**src/design/bertBusPkg.sv**
```systemverilog
package bertBusPkg;

    //****************************************
    // Bus geometry
    //****************************************
    localparam int AddrWidth = 8;
    localparam int RegionWidth = 2;
    localparam int OffsetWidth = AddrWidth - RegionWidth;

    typedef logic [31:0] regWord_t;

    // Host request, one strobe per access
    typedef struct packed {
        logic wr;
        logic rd;
        logic [AddrWidth-1:0] addr;
        regWord_t wrData;
    } busReq_t;

    // Access as seen by a single register block
    typedef struct packed {
        logic wr;
        logic rd;
        logic [OffsetWidth-1:0] offset;
        regWord_t data;
    } regAccess_t;

    typedef struct packed {
        logic rdValid;
        regWord_t rdData;
    } busRsp_t;

    // Regions from the top address bits, region 3 is unmapped
    localparam logic [RegionWidth-1:0] RegionSys = 2'd0;
    localparam logic [RegionWidth-1:0] RegionPn = 2'd1;
    localparam logic [RegionWidth-1:0] RegionBert = 2'd2;

    // Sys block
    localparam logic [OffsetWidth-1:0] VersionOffset = 6'd0;
    localparam logic [OffsetWidth-1:0] ControlOffset = 6'd1;

    // PN generator
    localparam logic [OffsetWidth-1:0] RateOffset = 6'd0;

    // BERT
    localparam logic [OffsetWidth-1:0] BertCtrlOffset = 6'd0;
    localparam logic [OffsetWidth-1:0] BitCountOffset = 6'd1;
    localparam logic [OffsetWidth-1:0] ErrCountOffset = 6'd2;
    localparam logic [OffsetWidth-1:0] StatusOffset = 6'd3;

    // Low bits of the sys control word
    typedef struct packed {
        logic outSource;
        logic bertSource;
        logic pnEnable;
    } sysControl_t;

endpackage

```
**src/design/bertStreamPkg.sv**
```systemverilog
package bertStreamPkg;

    //****************************************
    // Serial stream
    //****************************************

    // One bit per clkEn strobe, in the clk domain
    typedef struct packed {
        logic clkEn;
        logic data;
    } bitStream_t;

    //****************************************
    // PN15 sequence
    //****************************************
    localparam int PnLength = 15;

    // Zero based taps, feedback is their XOR
    localparam int PnTapA = 14;
    localparam int PnTapB = 13;

    // Any nonzero start state works
    localparam logic [PnLength-1:0] PnSeed = 15'h7FFF;

    //****************************************
    // BERT counters
    //****************************************
    localparam int CountWidth = 32;

    //****************************************
    // Stream source codes
    //****************************************

    // Mux input indices, also the register values
    localparam logic SrcPn = 1'b0;
    localparam logic SrcExt = 1'b1;

endpackage

```
**src/design/sourceMux.sv**
```systemverilog
`timescale 1ns/1ns

module sourceMux #(
    parameter type payload_t = logic,
    parameter int NumInputs = 2
) (
    input  logic                                 clk,
    input  logic                                 rstN,
    input  logic [$clog2(NumInputs)-1:0]         sel,
    input  payload_t [NumInputs-1:0]             in,
    output payload_t                             out
);

    // Registered select, one cycle of latency on every path
    always_ff @(posedge clk) begin
        if (!rstN) begin
            out <= '0;
        end
        else begin
            out <= in[sel];
        end
    end

    // Select must name a real input
    selInRange: assert property (
        @(posedge clk) disable iff (!rstN)
        sel < NumInputs
    );

endmodule

```
**src/design/busDecode.sv**
```systemverilog
`timescale 1ns/1ns

module busDecode (
    input  logic                    clk,
    input  logic                    rstN,
    input  bertBusPkg::busReq_t     bus,
    output bertBusPkg::regAccess_t  sysAcc,
    output bertBusPkg::regAccess_t  pnAcc,
    output bertBusPkg::regAccess_t  bertAcc,
    input  bertBusPkg::regWord_t    sysRd,
    input  bertBusPkg::regWord_t    pnRd,
    input  bertBusPkg::regWord_t    bertRd,
    output bertBusPkg::busRsp_t     rsp
);

    localparam int NumRegions = 2 ** bertBusPkg::RegionWidth;

    logic [bertBusPkg::RegionWidth-1:0] region;
    logic [bertBusPkg::RegionWidth-1:0] rdRegionQ;
    logic rdPendQ;
    logic rdValidQ;
    bertBusPkg::regWord_t [NumRegions-1:0] rdWords;
    bertBusPkg::regWord_t rdDataQ;

    function automatic bertBusPkg::regAccess_t gateAccess(
        input bertBusPkg::busReq_t req,
        input logic hit
    );
        bertBusPkg::regAccess_t acc;
        acc.wr = req.wr && hit;
        acc.rd = req.rd && hit;
        acc.offset = req.addr[bertBusPkg::OffsetWidth-1:0];
        acc.data = req.wrData;
        return acc;
    endfunction

    //****************************************
    // Request decode
    //****************************************
    assign region = bus.addr[bertBusPkg::AddrWidth-1 -: bertBusPkg::RegionWidth];

    assign sysAcc = gateAccess(bus, region == bertBusPkg::RegionSys);
    assign pnAcc = gateAccess(bus, region == bertBusPkg::RegionPn);
    assign bertAcc = gateAccess(bus, region == bertBusPkg::RegionBert);

    //****************************************
    // Read-back
    //****************************************

    // Region follows the read while the blocks register their words
    always_ff @(posedge clk) begin
        if (!rstN) begin
            rdPendQ <= 1'b0;
            rdValidQ <= 1'b0;
            rdRegionQ <= '0;
        end
        else begin
            rdPendQ <= bus.rd;
            rdValidQ <= rdPendQ;
            rdRegionQ <= region;
        end
    end

    assign rdWords[bertBusPkg::RegionSys] = sysRd;
    assign rdWords[bertBusPkg::RegionPn] = pnRd;
    assign rdWords[bertBusPkg::RegionBert] = bertRd;
    assign rdWords[NumRegions-1] = '0;    // unmapped, reads as zero

    sourceMux #(
        .payload_t(bertBusPkg::regWord_t),
        .NumInputs(NumRegions)
    ) rdMux (
        .clk(clk),
        .rstN(rstN),
        .sel(rdRegionQ),
        .in(rdWords),
        .out(rdDataQ)
    );

    assign rsp.rdValid = rdValidQ;
    assign rsp.rdData = rdDataQ;

    // Host issues one kind of access per cycle
    oneAccessKind: assert property (
        @(posedge clk) disable iff (!rstN)
        !(bus.wr && bus.rd)
    );

endmodule

```
**src/design/bertSysRegs.sv**
```systemverilog
`timescale 1ns/1ns

module bertSysRegs #(
    parameter bertBusPkg::regWord_t Version = 32'h0001_0000
) (
    input  logic                    clk,
    input  logic                    rstN,
    input  bertBusPkg::regAccess_t  acc,
    output bertBusPkg::regWord_t    rdWord,
    output logic                    pnEnable,
    output logic                    bertSource,
    output logic                    outSource
);

    localparam int CtrlBits = $bits(bertBusPkg::sysControl_t);

    bertBusPkg::sysControl_t ctrlQ;

    //****************************************
    // Control register
    //****************************************
    always_ff @(posedge clk) begin
        if (!rstN) begin
            ctrlQ <= '0;
        end
        else if (acc.wr && acc.offset == bertBusPkg::ControlOffset) begin
            // Undefined upper bits are dropped
            ctrlQ <= bertBusPkg::sysControl_t'(acc.data[CtrlBits-1:0]);
        end
    end

    assign pnEnable = ctrlQ.pnEnable;
    assign bertSource = ctrlQ.bertSource;
    assign outSource = ctrlQ.outSource;

    // Read word held until the next read
    always_ff @(posedge clk) begin
        if (acc.rd) begin
            case (acc.offset)
                bertBusPkg::VersionOffset: begin
                    rdWord <= Version;
                end
                bertBusPkg::ControlOffset: begin
                    rdWord <= {{(32 - CtrlBits){1'b0}}, ctrlQ};
                end
                default: begin
                    rdWord <= '0;
                end
            endcase
        end
    end

endmodule

```
**src/design/pnGenerator.sv**
```systemverilog
`timescale 1ns/1ns

module pnGenerator (
    input  logic                        clk,
    input  logic                        rstN,
    input  bertBusPkg::regAccess_t      acc,
    output bertBusPkg::regWord_t        rdWord,
    input  logic                        enable,
    output bertStreamPkg::bitStream_t   pnOut
);

    bertBusPkg::regWord_t rateQ;
    bertBusPkg::regWord_t countQ;
    logic [bertStreamPkg::PnLength-1:0] stateQ;
    logic fire;
    logic feedback;

    //****************************************
    // Rate register and divider
    //****************************************
    always_ff @(posedge clk) begin
        if (!rstN) begin
            rateQ <= '0;
        end
        else if (acc.wr && acc.offset == bertBusPkg::RateOffset) begin
            rateQ <= acc.data;
        end
    end

    // First bit right after enable, then every rate+1 cycles
    assign fire = enable && (countQ == '0);

    always_ff @(posedge clk) begin
        if (!rstN || !enable) begin
            countQ <= '0;
        end
        else if (fire) begin
            countQ <= rateQ;
        end
        else begin
            countQ <= countQ - 1'b1;
        end
    end

    //****************************************
    // PN15 shift register
    //****************************************
    assign feedback = stateQ[bertStreamPkg::PnTapA] ^ stateQ[bertStreamPkg::PnTapB];

    always_ff @(posedge clk) begin
        if (!rstN) begin
            stateQ <= bertStreamPkg::PnSeed;
            pnOut <= '0;
        end
        else begin
            pnOut.clkEn <= fire;
            if (fire) begin
                stateQ <= {stateQ[bertStreamPkg::PnLength-2:0], feedback};
                pnOut.data <= feedback;
            end
        end
    end

    always_ff @(posedge clk) begin
        if (acc.rd) begin
            rdWord <= (acc.offset == bertBusPkg::RateOffset) ? rateQ : '0;
        end
    end

    // All zeros would lock the LFSR up for good
    stateNonZero: assert property (
        @(posedge clk) disable iff (!rstN)
        stateQ != '0
    );

endmodule

```
**src/design/bitErrorTester.sv**
```systemverilog
`timescale 1ns/1ns

module bitErrorTester #(
    parameter int LockCount = 32
) (
    input  logic                        clk,
    input  logic                        rstN,
    input  bertBusPkg::regAccess_t      acc,
    output bertBusPkg::regWord_t        rdWord,
    input  bertStreamPkg::bitStream_t   rxIn,
    output logic                        locked
);

    localparam int RunWidth = $clog2(LockCount + 1);
    localparam logic [RunWidth-1:0] RunLast = RunWidth'(LockCount - 1);

    logic [bertStreamPkg::PnLength-1:0] localQ;
    logic [RunWidth-1:0] runQ;
    logic lockedQ;
    logic [bertStreamPkg::CountWidth-1:0] bitCountQ;
    logic [bertStreamPkg::CountWidth-1:0] errCountQ;
    logic expected;
    logic mismatch;
    logic clear;

    //****************************************
    // Self-synchronizing checker
    //****************************************

    // Prediction comes from the last 15 received bits
    assign expected = localQ[bertStreamPkg::PnTapA] ^ localQ[bertStreamPkg::PnTapB];
    assign mismatch = rxIn.data != expected;

    assign clear = acc.wr && acc.offset == bertBusPkg::BertCtrlOffset && acc.data[0];

    always_ff @(posedge clk) begin
        if (!rstN) begin
            localQ <= '0;
        end
        else if (rxIn.clkEn) begin
            localQ <= {localQ[bertStreamPkg::PnLength-2:0], rxIn.data};
        end
    end

    // Lock and counters, clear wins over a bit in the same cycle
    always_ff @(posedge clk) begin
        if (!rstN || clear) begin
            runQ <= '0;
            lockedQ <= 1'b0;
            bitCountQ <= '0;
            errCountQ <= '0;
        end
        else if (rxIn.clkEn) begin
            if (lockedQ) begin
                bitCountQ <= bitCountQ + 1'b1;
                if (mismatch) begin
                    errCountQ <= errCountQ + 1'b1;
                end
            end
            else if (mismatch) begin
                runQ <= '0;
            end
            else if (runQ == RunLast) begin
                runQ <= '0;
                lockedQ <= 1'b1;
            end
            else begin
                runQ <= runQ + 1'b1;
            end
        end
    end

    assign locked = lockedQ;

    //****************************************
    // Register read
    //****************************************
    always_ff @(posedge clk) begin
        if (acc.rd) begin
            case (acc.offset)
                bertBusPkg::BitCountOffset: begin
                    rdWord <= bertBusPkg::regWord_t'(bitCountQ);
                end
                bertBusPkg::ErrCountOffset: begin
                    rdWord <= bertBusPkg::regWord_t'(errCountQ);
                end
                bertBusPkg::StatusOffset: begin
                    rdWord <= {31'b0, lockedQ};
                end
                default: begin
                    rdWord <= '0;    // control is write only
                end
            endcase
        end
    end

    // Errors are only counted on counted bits
    errorsBounded: assert property (
        @(posedge clk) disable iff (!rstN)
        errCountQ <= bitCountQ
    );

endmodule

```
**src/design/bertTop.sv**
```systemverilog
`timescale 1ns/1ns

module bertTop #(
    parameter bertBusPkg::regWord_t Version = 32'h0001_0000,
    parameter int LockCount = 32
) (
    input  logic                        clk,
    input  logic                        rstN,
    input  bertBusPkg::busReq_t         bus,
    output bertBusPkg::busRsp_t         rsp,
    input  bertStreamPkg::bitStream_t   extIn,
    output bertStreamPkg::bitStream_t   serOut,
    output logic                        bertLock
);

    bertBusPkg::regAccess_t sysAcc;
    bertBusPkg::regAccess_t pnAcc;
    bertBusPkg::regAccess_t bertAcc;
    bertBusPkg::regWord_t sysRd;
    bertBusPkg::regWord_t pnRd;
    bertBusPkg::regWord_t bertRd;
    logic pnEnable;
    logic bertSource;
    logic outSource;
    bertStreamPkg::bitStream_t pnOut;
    bertStreamPkg::bitStream_t bertIn;
    bertStreamPkg::bitStream_t [1:0] streams;

    //****************************************
    // Register bus
    //****************************************
    busDecode decode (
        .clk(clk),
        .rstN(rstN),
        .bus(bus),
        .sysAcc(sysAcc),
        .pnAcc(pnAcc),
        .bertAcc(bertAcc),
        .sysRd(sysRd),
        .pnRd(pnRd),
        .bertRd(bertRd),
        .rsp(rsp)
    );

    bertSysRegs #(.Version(Version)) sysRegs (
        .clk(clk),
        .rstN(rstN),
        .acc(sysAcc),
        .rdWord(sysRd),
        .pnEnable(pnEnable),
        .bertSource(bertSource),
        .outSource(outSource)
    );

    //****************************************
    // Stream path
    //****************************************
    pnGenerator pnGen (
        .clk(clk),
        .rstN(rstN),
        .acc(pnAcc),
        .rdWord(pnRd),
        .enable(pnEnable),
        .pnOut(pnOut)
    );

    // Both muxes choose from the same two sources
    assign streams[bertStreamPkg::SrcPn] = pnOut;
    assign streams[bertStreamPkg::SrcExt] = extIn;

    sourceMux #(
        .payload_t(bertStreamPkg::bitStream_t),
        .NumInputs(2)
    ) bertSourceMux (
        .clk(clk),
        .rstN(rstN),
        .sel(bertSource),
        .in(streams),
        .out(bertIn)
    );

    sourceMux #(
        .payload_t(bertStreamPkg::bitStream_t),
        .NumInputs(2)
    ) serOutMux (
        .clk(clk),
        .rstN(rstN),
        .sel(outSource),
        .in(streams),
        .out(serOut)
    );

    bitErrorTester #(.LockCount(LockCount)) bert (
        .clk(clk),
        .rstN(rstN),
        .acc(bertAcc),
        .rdWord(bertRd),
        .rxIn(bertIn),
        .locked(bertLock)
    );

endmodule

```
**config.mk**
```make
export PLATFORM = sky130hd
export DESIGN_NAME = bertTop
export DESIGN_NICKNAME = d
export VERILOG_FILES = /design/src/design/bertBusPkg.sv /design/src/design/bertStreamPkg.sv /design/src/design/sourceMux.sv /design/src/design/busDecode.sv /design/src/design/bertSysRegs.sv /design/src/design/pnGenerator.sv /design/src/design/bitErrorTester.sv /design/src/design/bertTop.sv
export SDC_FILE = /design/constraint.sdc
export NUM_CORES = 1
export LEC_CHECK = 0
export BUFFER_PORTS_ARGS = -buffer_cell sky130_fd_sc_hd__buf_2
export CAP_MARGIN = 30
export CELL_PAD_IN_SITES_DETAIL_PLACEMENT = 2
export CELL_PAD_IN_SITES_GLOBAL_PLACEMENT = 2
export CORE_ASPECT_RATIO = 1.75
export CORE_MARGIN = 3
export CORE_UTILIZATION = 35
export CTS_CLUSTER_SIZE = 16
export DETAILED_ROUTE_END_ITERATION = 16
export PLACE_DENSITY_LB_ADDON = 0.2
export SYNTH_ARGS = -nofsm -noshare
export SYNTH_HDL_FRONTEND = slang
export SYNTH_SLANG_ARGS = --single-unit
```
**constraint.sdc**
```tcl
create_clock -name clk -period 2.75 [get_ports clk]
set_input_delay 0.55 -clock clk [delete_from_list [all_inputs] [get_ports clk]]
set_output_delay 0.55 -clock clk [all_outputs]
set_load 0.01 [all_outputs]
```
After elaboration in Yosys (flattened, before gate mapping)
Cells that the tools add are included. Widths: inputs -> output; s select.

Word-level logic and storage cells: 76. Output and inout bits: 36. Register bits after elaboration: 306. Bits of input ports: 46.

Magnitude comparators: 3. Equal/unequal tests: 7. Reduce and logical (&&, ||, !) cells: 21. Mux-type cells: 14. Bitwise logic cells: 3. Add/sub/neg operators: 4.

Operators with widths (number): $pmux 32 s3 (1); $add 32x1->32 const B (2); $bmux 32 s2 (1); $mux 32 (2); $pmux 17 s2 (1); $logic_not 32->1 (1); $sub 32x1->32 const B (1); $eq 6x2->1 const B (2); $mux 6 (2); $logic_and 1x1->1 (11); $mux 2 (4); $add 6x1->6 const B (1); $eq 6x1->1 const B (1); $eq 6x5->1 const B (1); $logic_not 6->1 (1); $lt 1x2->1 const B (2); $reduce_and 2->1 (2); $lt 2x3->1 const B (1); $mux 1 (3); $reduce_and 3->1 (1); $eq 2x1->1 const B (1); $eq 2x2->1 const B (1); $logic_not 1->1 (2); $logic_not 2->1 (1); other kinds (4) (6).

Longest topological paths before layout
Depth in word-level cells: 5. Mapped depth: 9. Mapped depth without buffers: 7.

Modules after synthesis
A second synthesis with hierarchy kept.

Cell total of the unflattened synthesis: 1364. Area total of the unflattened synthesis: 13270.2 sq um.

By module, submodules not included: bitErrorTester (seq. area each 2682.6 sq um, times used 1, area an instance 5378.9 sq um, cells each 549); pnGenerator (seq. area each 2582.5 sq um, times used 1, area an instance 4550.6 sq um, cells each 472); sourceMux at decode.rdMux (seq. area each 640.6 sq um, times used 1, area an instance 1662.8 sq um, cells each 143); busDecode (seq. area each 80.1 sq um, times used 1, area an instance 1023.5 sq um, cells each 130); bertSysRegs (seq. area each 180.2 sq um, times used 1, area an instance 509.2 sq um, cells each 58); sourceMux at bertSourceMux ... (seq. area each 40.0 sq um, times used 2, area an instance 72.6 sq um, cells each 6).

Worst setup path after synthesis
No wires, ideal clock.

Path type: input to register. Start: input bus[35] in the netlist's numbering. End: register bert.errCountQ[10] in the netlist's numbering. Path buffers: 3. Data required time: 2622 ps. Arrival time: 2464 ps. Stages: 6. Path slack: 158 ps. Library setup time: 128 ps. Cell sequence: or4_1 -> clkbuf_1 -> o41ai_1 -> clkbuf_1 -> buf_1 -> nor2_1.

Word-level cells in the longest chain between the ends: 4.

Ends and longest elaborated chain: from (decl) (RTL line bertTop.sv:9) `input bertBusPkg::busReq_t bus,`; $logic_not 6->1 (RTL line bitErrorTester.sv:34) `assign clear = acc.wr && acc.offset == bertBusPkg::BertCtrlOffset && acc.data[0];`; $logic_and 1x1->1 (2 in a row) (RTL line bitErrorTester.sv:34); $logic_or 1x1->1 (RTL line bitErrorTester.sv:47) `if (!rstN || clear) begin`; to (signal assigned) (RTL line bitErrorTester.sv:57) `errCountQ <= errCountQ + 1'b1;`; to (decl) (RTL line bitErrorTester.sv:21) `logic [bertStreamPkg::CountWidth-1:0] errCountQ;`.

Every way passes these cells. A chain may end at the register's enable or synchronous reset.

Worst setup path after layout
Start: register pnGen.countQ[10]. End: register pnGen.countQ[29].

Word-level cells in the longest chain between the ends: 3. Elaborated cells between the ends (all ways): 4. Those cells by class: 1 x add/sub; 1 x mux; 2 x reduce/logical.

Ends and longest elaborated chain: from (decl) (RTL line pnGenerator.sv:13) `bertBusPkg::regWord_t countQ;`; from (signal assigned) (RTL line pnGenerator.sv:38) `countQ <= rateQ;`; from (signal assigned) (RTL line pnGenerator.sv:41) `countQ <= countQ - 1'b1;`; branches (longest 2 deep; another with $sub 32x1->32); $mux 32 (*) (RTL line pnGenerator.sv:37) `else if (fire) begin`.

Mark *: on every way between the ends.

==> results.json <==
{
  "start_util_pct": 35.8,
  "postRouteAntennaNets": 0,
  "clk_latency_ps": 550,
  "syn_to_final_growth_pct": 16.8,
  "antenna_found_initial": 0,
  "cts-root-buf": "clkbuf_16",
  "ys_top_cells_by_area": "dfxtp_1 37%, edfxtp_1 18%, nand2_1 4.6%",
  "cap_violations": 0,
  "wl_per_cell_um": 19.5,
  "post-route-util_pct": 41.9,
  "synth_edf_count": 68,
  "hpwlAfterDp_um": 23200,
  "dr.pass1.iters": 4,
  "ys.flop_type": "dfxtp_1",
  "finish.net_count": 1280,
  "post-cts-setup-buffers": 0,
  "seq_area_frac_synth_pct": 54.9,
  "drc": 0,
  "fmax_mhz": 390,
  "critPathRequiredTime_ps": 3170,
  "timing.final.crit_period_ps": 2560,
  "grt-ovfl-total": 0,
  "cts_tree": "built",
  "die-area_um2": 34800,
  "drv_slew": 0,
  "power_density_nw_per_um2": 617,
  "clkTransAtPathRegs_ps": 60,
  "reg2reg_slack_ps": 190,
  "viasPerCell": 5.27,
  "grt_pass1_vias": 9622,
  "synth_area_um2": 11400,
  "port_buffers": 81,
  "drtIter0Drc": 318,
  "synth_cell_types": 51,
  "cts_buffers": 28,
  "cts_resized": 0,
  "setup_slack_ps": 189,
  "ir_drop_uv": 442,
  "hold_buffers": 0,
  "cts_buffer_depth": 3,
  "r2r_cells": 6,
  "cp-startpoint": "pnGen.countQ[10]",
  "fin_skew_ps": 15.8,
  "netlist.area_leader.share_pct": 37.0,
  "core_region_area_um2": 31700,
  "async_flop_share_pct": 0,
  "crit_path_end_kind": "register",
  "slew_headroom_pct": 47.3,
  "wirelength_um": 32100,
  "diodes": 0,
  "finalHoldViolations": 0,
  "grt_pass1_wl_um": 52300,
  "syn_inst": 1148,
  "total_leakage_power_nw": 4.99,
  "final_cell_mix": "210 x dfxtp_1, 138 x nand2_1, 98 x nor2_1, 81 x buf_2, 68 x edfxtp_1",
  "placementRows": 86,
  "place.gp.congestion": 0.833,
  "grt_max_degree": 61,
  "die_h_um": 244,
  "worst_pin_slew_ps": 787,
  "drive_above_1_share_pct": 13.4,
  "syn_nets": 1198,
  "endpoint": "pnGen.countQ[29]",
  "r2r-start": "pnGen.countQ[10]",
  "rsz0062_at_grt": "false",
  "worstReg2RegEnd": "pnGen.countQ[29]",
  "critical_path.max_fanout": 60,
  "yosysTopAreaCell": "dfxtp_1",
  "outcome": "completed",
  "die_w_um": 142,
  "setup_viol": 0,
  "num_vias": 8682,
  "arrival_ps": 2980,
  "startpoint_type": "register",
  "layout_commonest_cell": "dfxtp_1",
  "setup_tns_ps": 0,
  "track_usage_pct": 18.7,
  "critPathKind": "reg -> reg",
  "syn_area_per_cell_um2": 9.91,
  "place_ws_ps": 185,
  "cts.sink_count": 278,
  "synth-seq-cells": 278,
  "io_pins": 82,
  "finalCritPeriodShare_pct": 93.1,
  "cts_max_level": 1,
  "holdCritPathClass": "in -> reg",
  "yosysWarnings": 0
}
[flip-flops by register name, summed over array words and instances (netlist names), 2 cells and up]
name,cells
serOutMux.out,2
pnGen.countQ,32
pnGen.stateQ,15
bert.errCountQ,32
decode.rdRegionQ,2
bert.rdWord,32
bert.localQ,15
pnGen.rateQ,32
pnGen.rdWord,32
sysRegs.rdWord,4
bert.runQ,6
bert.bitCountQ,32
decode.rdMux.out,32
bertSourceMux.out,2
pnGen.pnOut,2
[report_power, final]
part           leakage (nW)  internal [mW]  total, mW  switching (mW)
combinational          2.19         0.0951      0.234           0.139
clock                 0.433           2.13       3.74            1.61
sequential             2.37           4.21       4.23          0.0159
total                  4.99           6.43       8.20            1.76
[per-layer routing]
| metal | up-vias | wire [µm] | part of all wire [%] | global-route usage (%) |
|---|---|---|---|---|
| met5 | - | 0 | 0 | 0 |
| met4 | 0 | 860 | 2.7 | 5.96 |
| met3 | 43 | 792 | 2.5 | 2.05 |
| met2 | 95 | 18000 | 56 | 36.3 |
| met1 | 4388 | 12500 | 39 | 20.7 |
| li1 | 4156 | - | - | - |
[logic make-up (layout without fill, tap and decap cells)]
| family | after synthesis | after routing | share of synthesized area [%] |
|---|---|---|---|
| buffers and inverters | 76 | 179 | 2.95 |
| adders and majority gates | 4 | 4 | 0.440 |
| and+or+nand+nor | 511 | 511 | 22.7 |
| muxes | 24 | 24 | 2.12 |
| DFF | 278 | 278 | 54.9 |
| AOI/OAI and AO/OA | 170 | 170 | 10.2 |
| xor gates and xnor gates | 85 | 85 | 6.67 |
[worst max-delay path, stage by stage, from the launching register on]
cell     delay (ps)
dfxtp_1         340
or4_1           550
or4_1           510
or3_2           500
buf_12          210
o21ai_0         230
a21oi_1          70
[cell usage after synthesis (all sizes together) (3+ instances only)]
master,number
and2,48
nor2,98
nand2b,3
buf,19
a22o,31
nor4,15
nor2b,50
edfxtp,68
a22oi,28
or3,11
nand3,48
nand4b,6
clkbuf,47
mux2i,23
xnor2,31
and4,5
dfxtp,210
a21boi,35
o21ai,34
nand2,138
nand4,32
or4,6
a211oi,5
ha,4
inv,10
and3,8
a21oi,28
nor3b,7
nand3b,5
nor3,26
xor2,53
[through the flow]
stage	cells	power, mW	instance area [µm²]	hold slack [ps]
after global placement	1596	4.55	12400	423
after detailed placement	1596	4.56	12400	457
final	1647	8.20	13300	240
after floorplan	1148	4.43	11400	412
after global routing	1647	8.51	13300	228
after CTS	1647	8.33	13300	209
[how the worst min path moves through the flow]
stage,cells after the start,endpoint,from
after floorplan,1,decode.rdValidQ,decode.rdPendQ
after global placement,1,decode.rdValidQ,decode.rdPendQ
after detailed placement,1,decode.rdValidQ,decode.rdPendQ
after CTS,3,pnGen.rateQ[4],bus[4]
after global routing,3,pnGen.rateQ[4],bus[4]
final,3,pnGen.rateQ[4],bus[4]
[layout make-up]
class,instances,area (µm²)
Multi-Input combinational cell,794,4820
Fill cell,3396,18500
Clock inverter,18,139
Inverter,10,37.5
Sequential cell,278,6250
Clock buffer,33,751
Timing Repair Buffer,118,796
Tap cell,396,495
(Power assumes the default switching activity.)
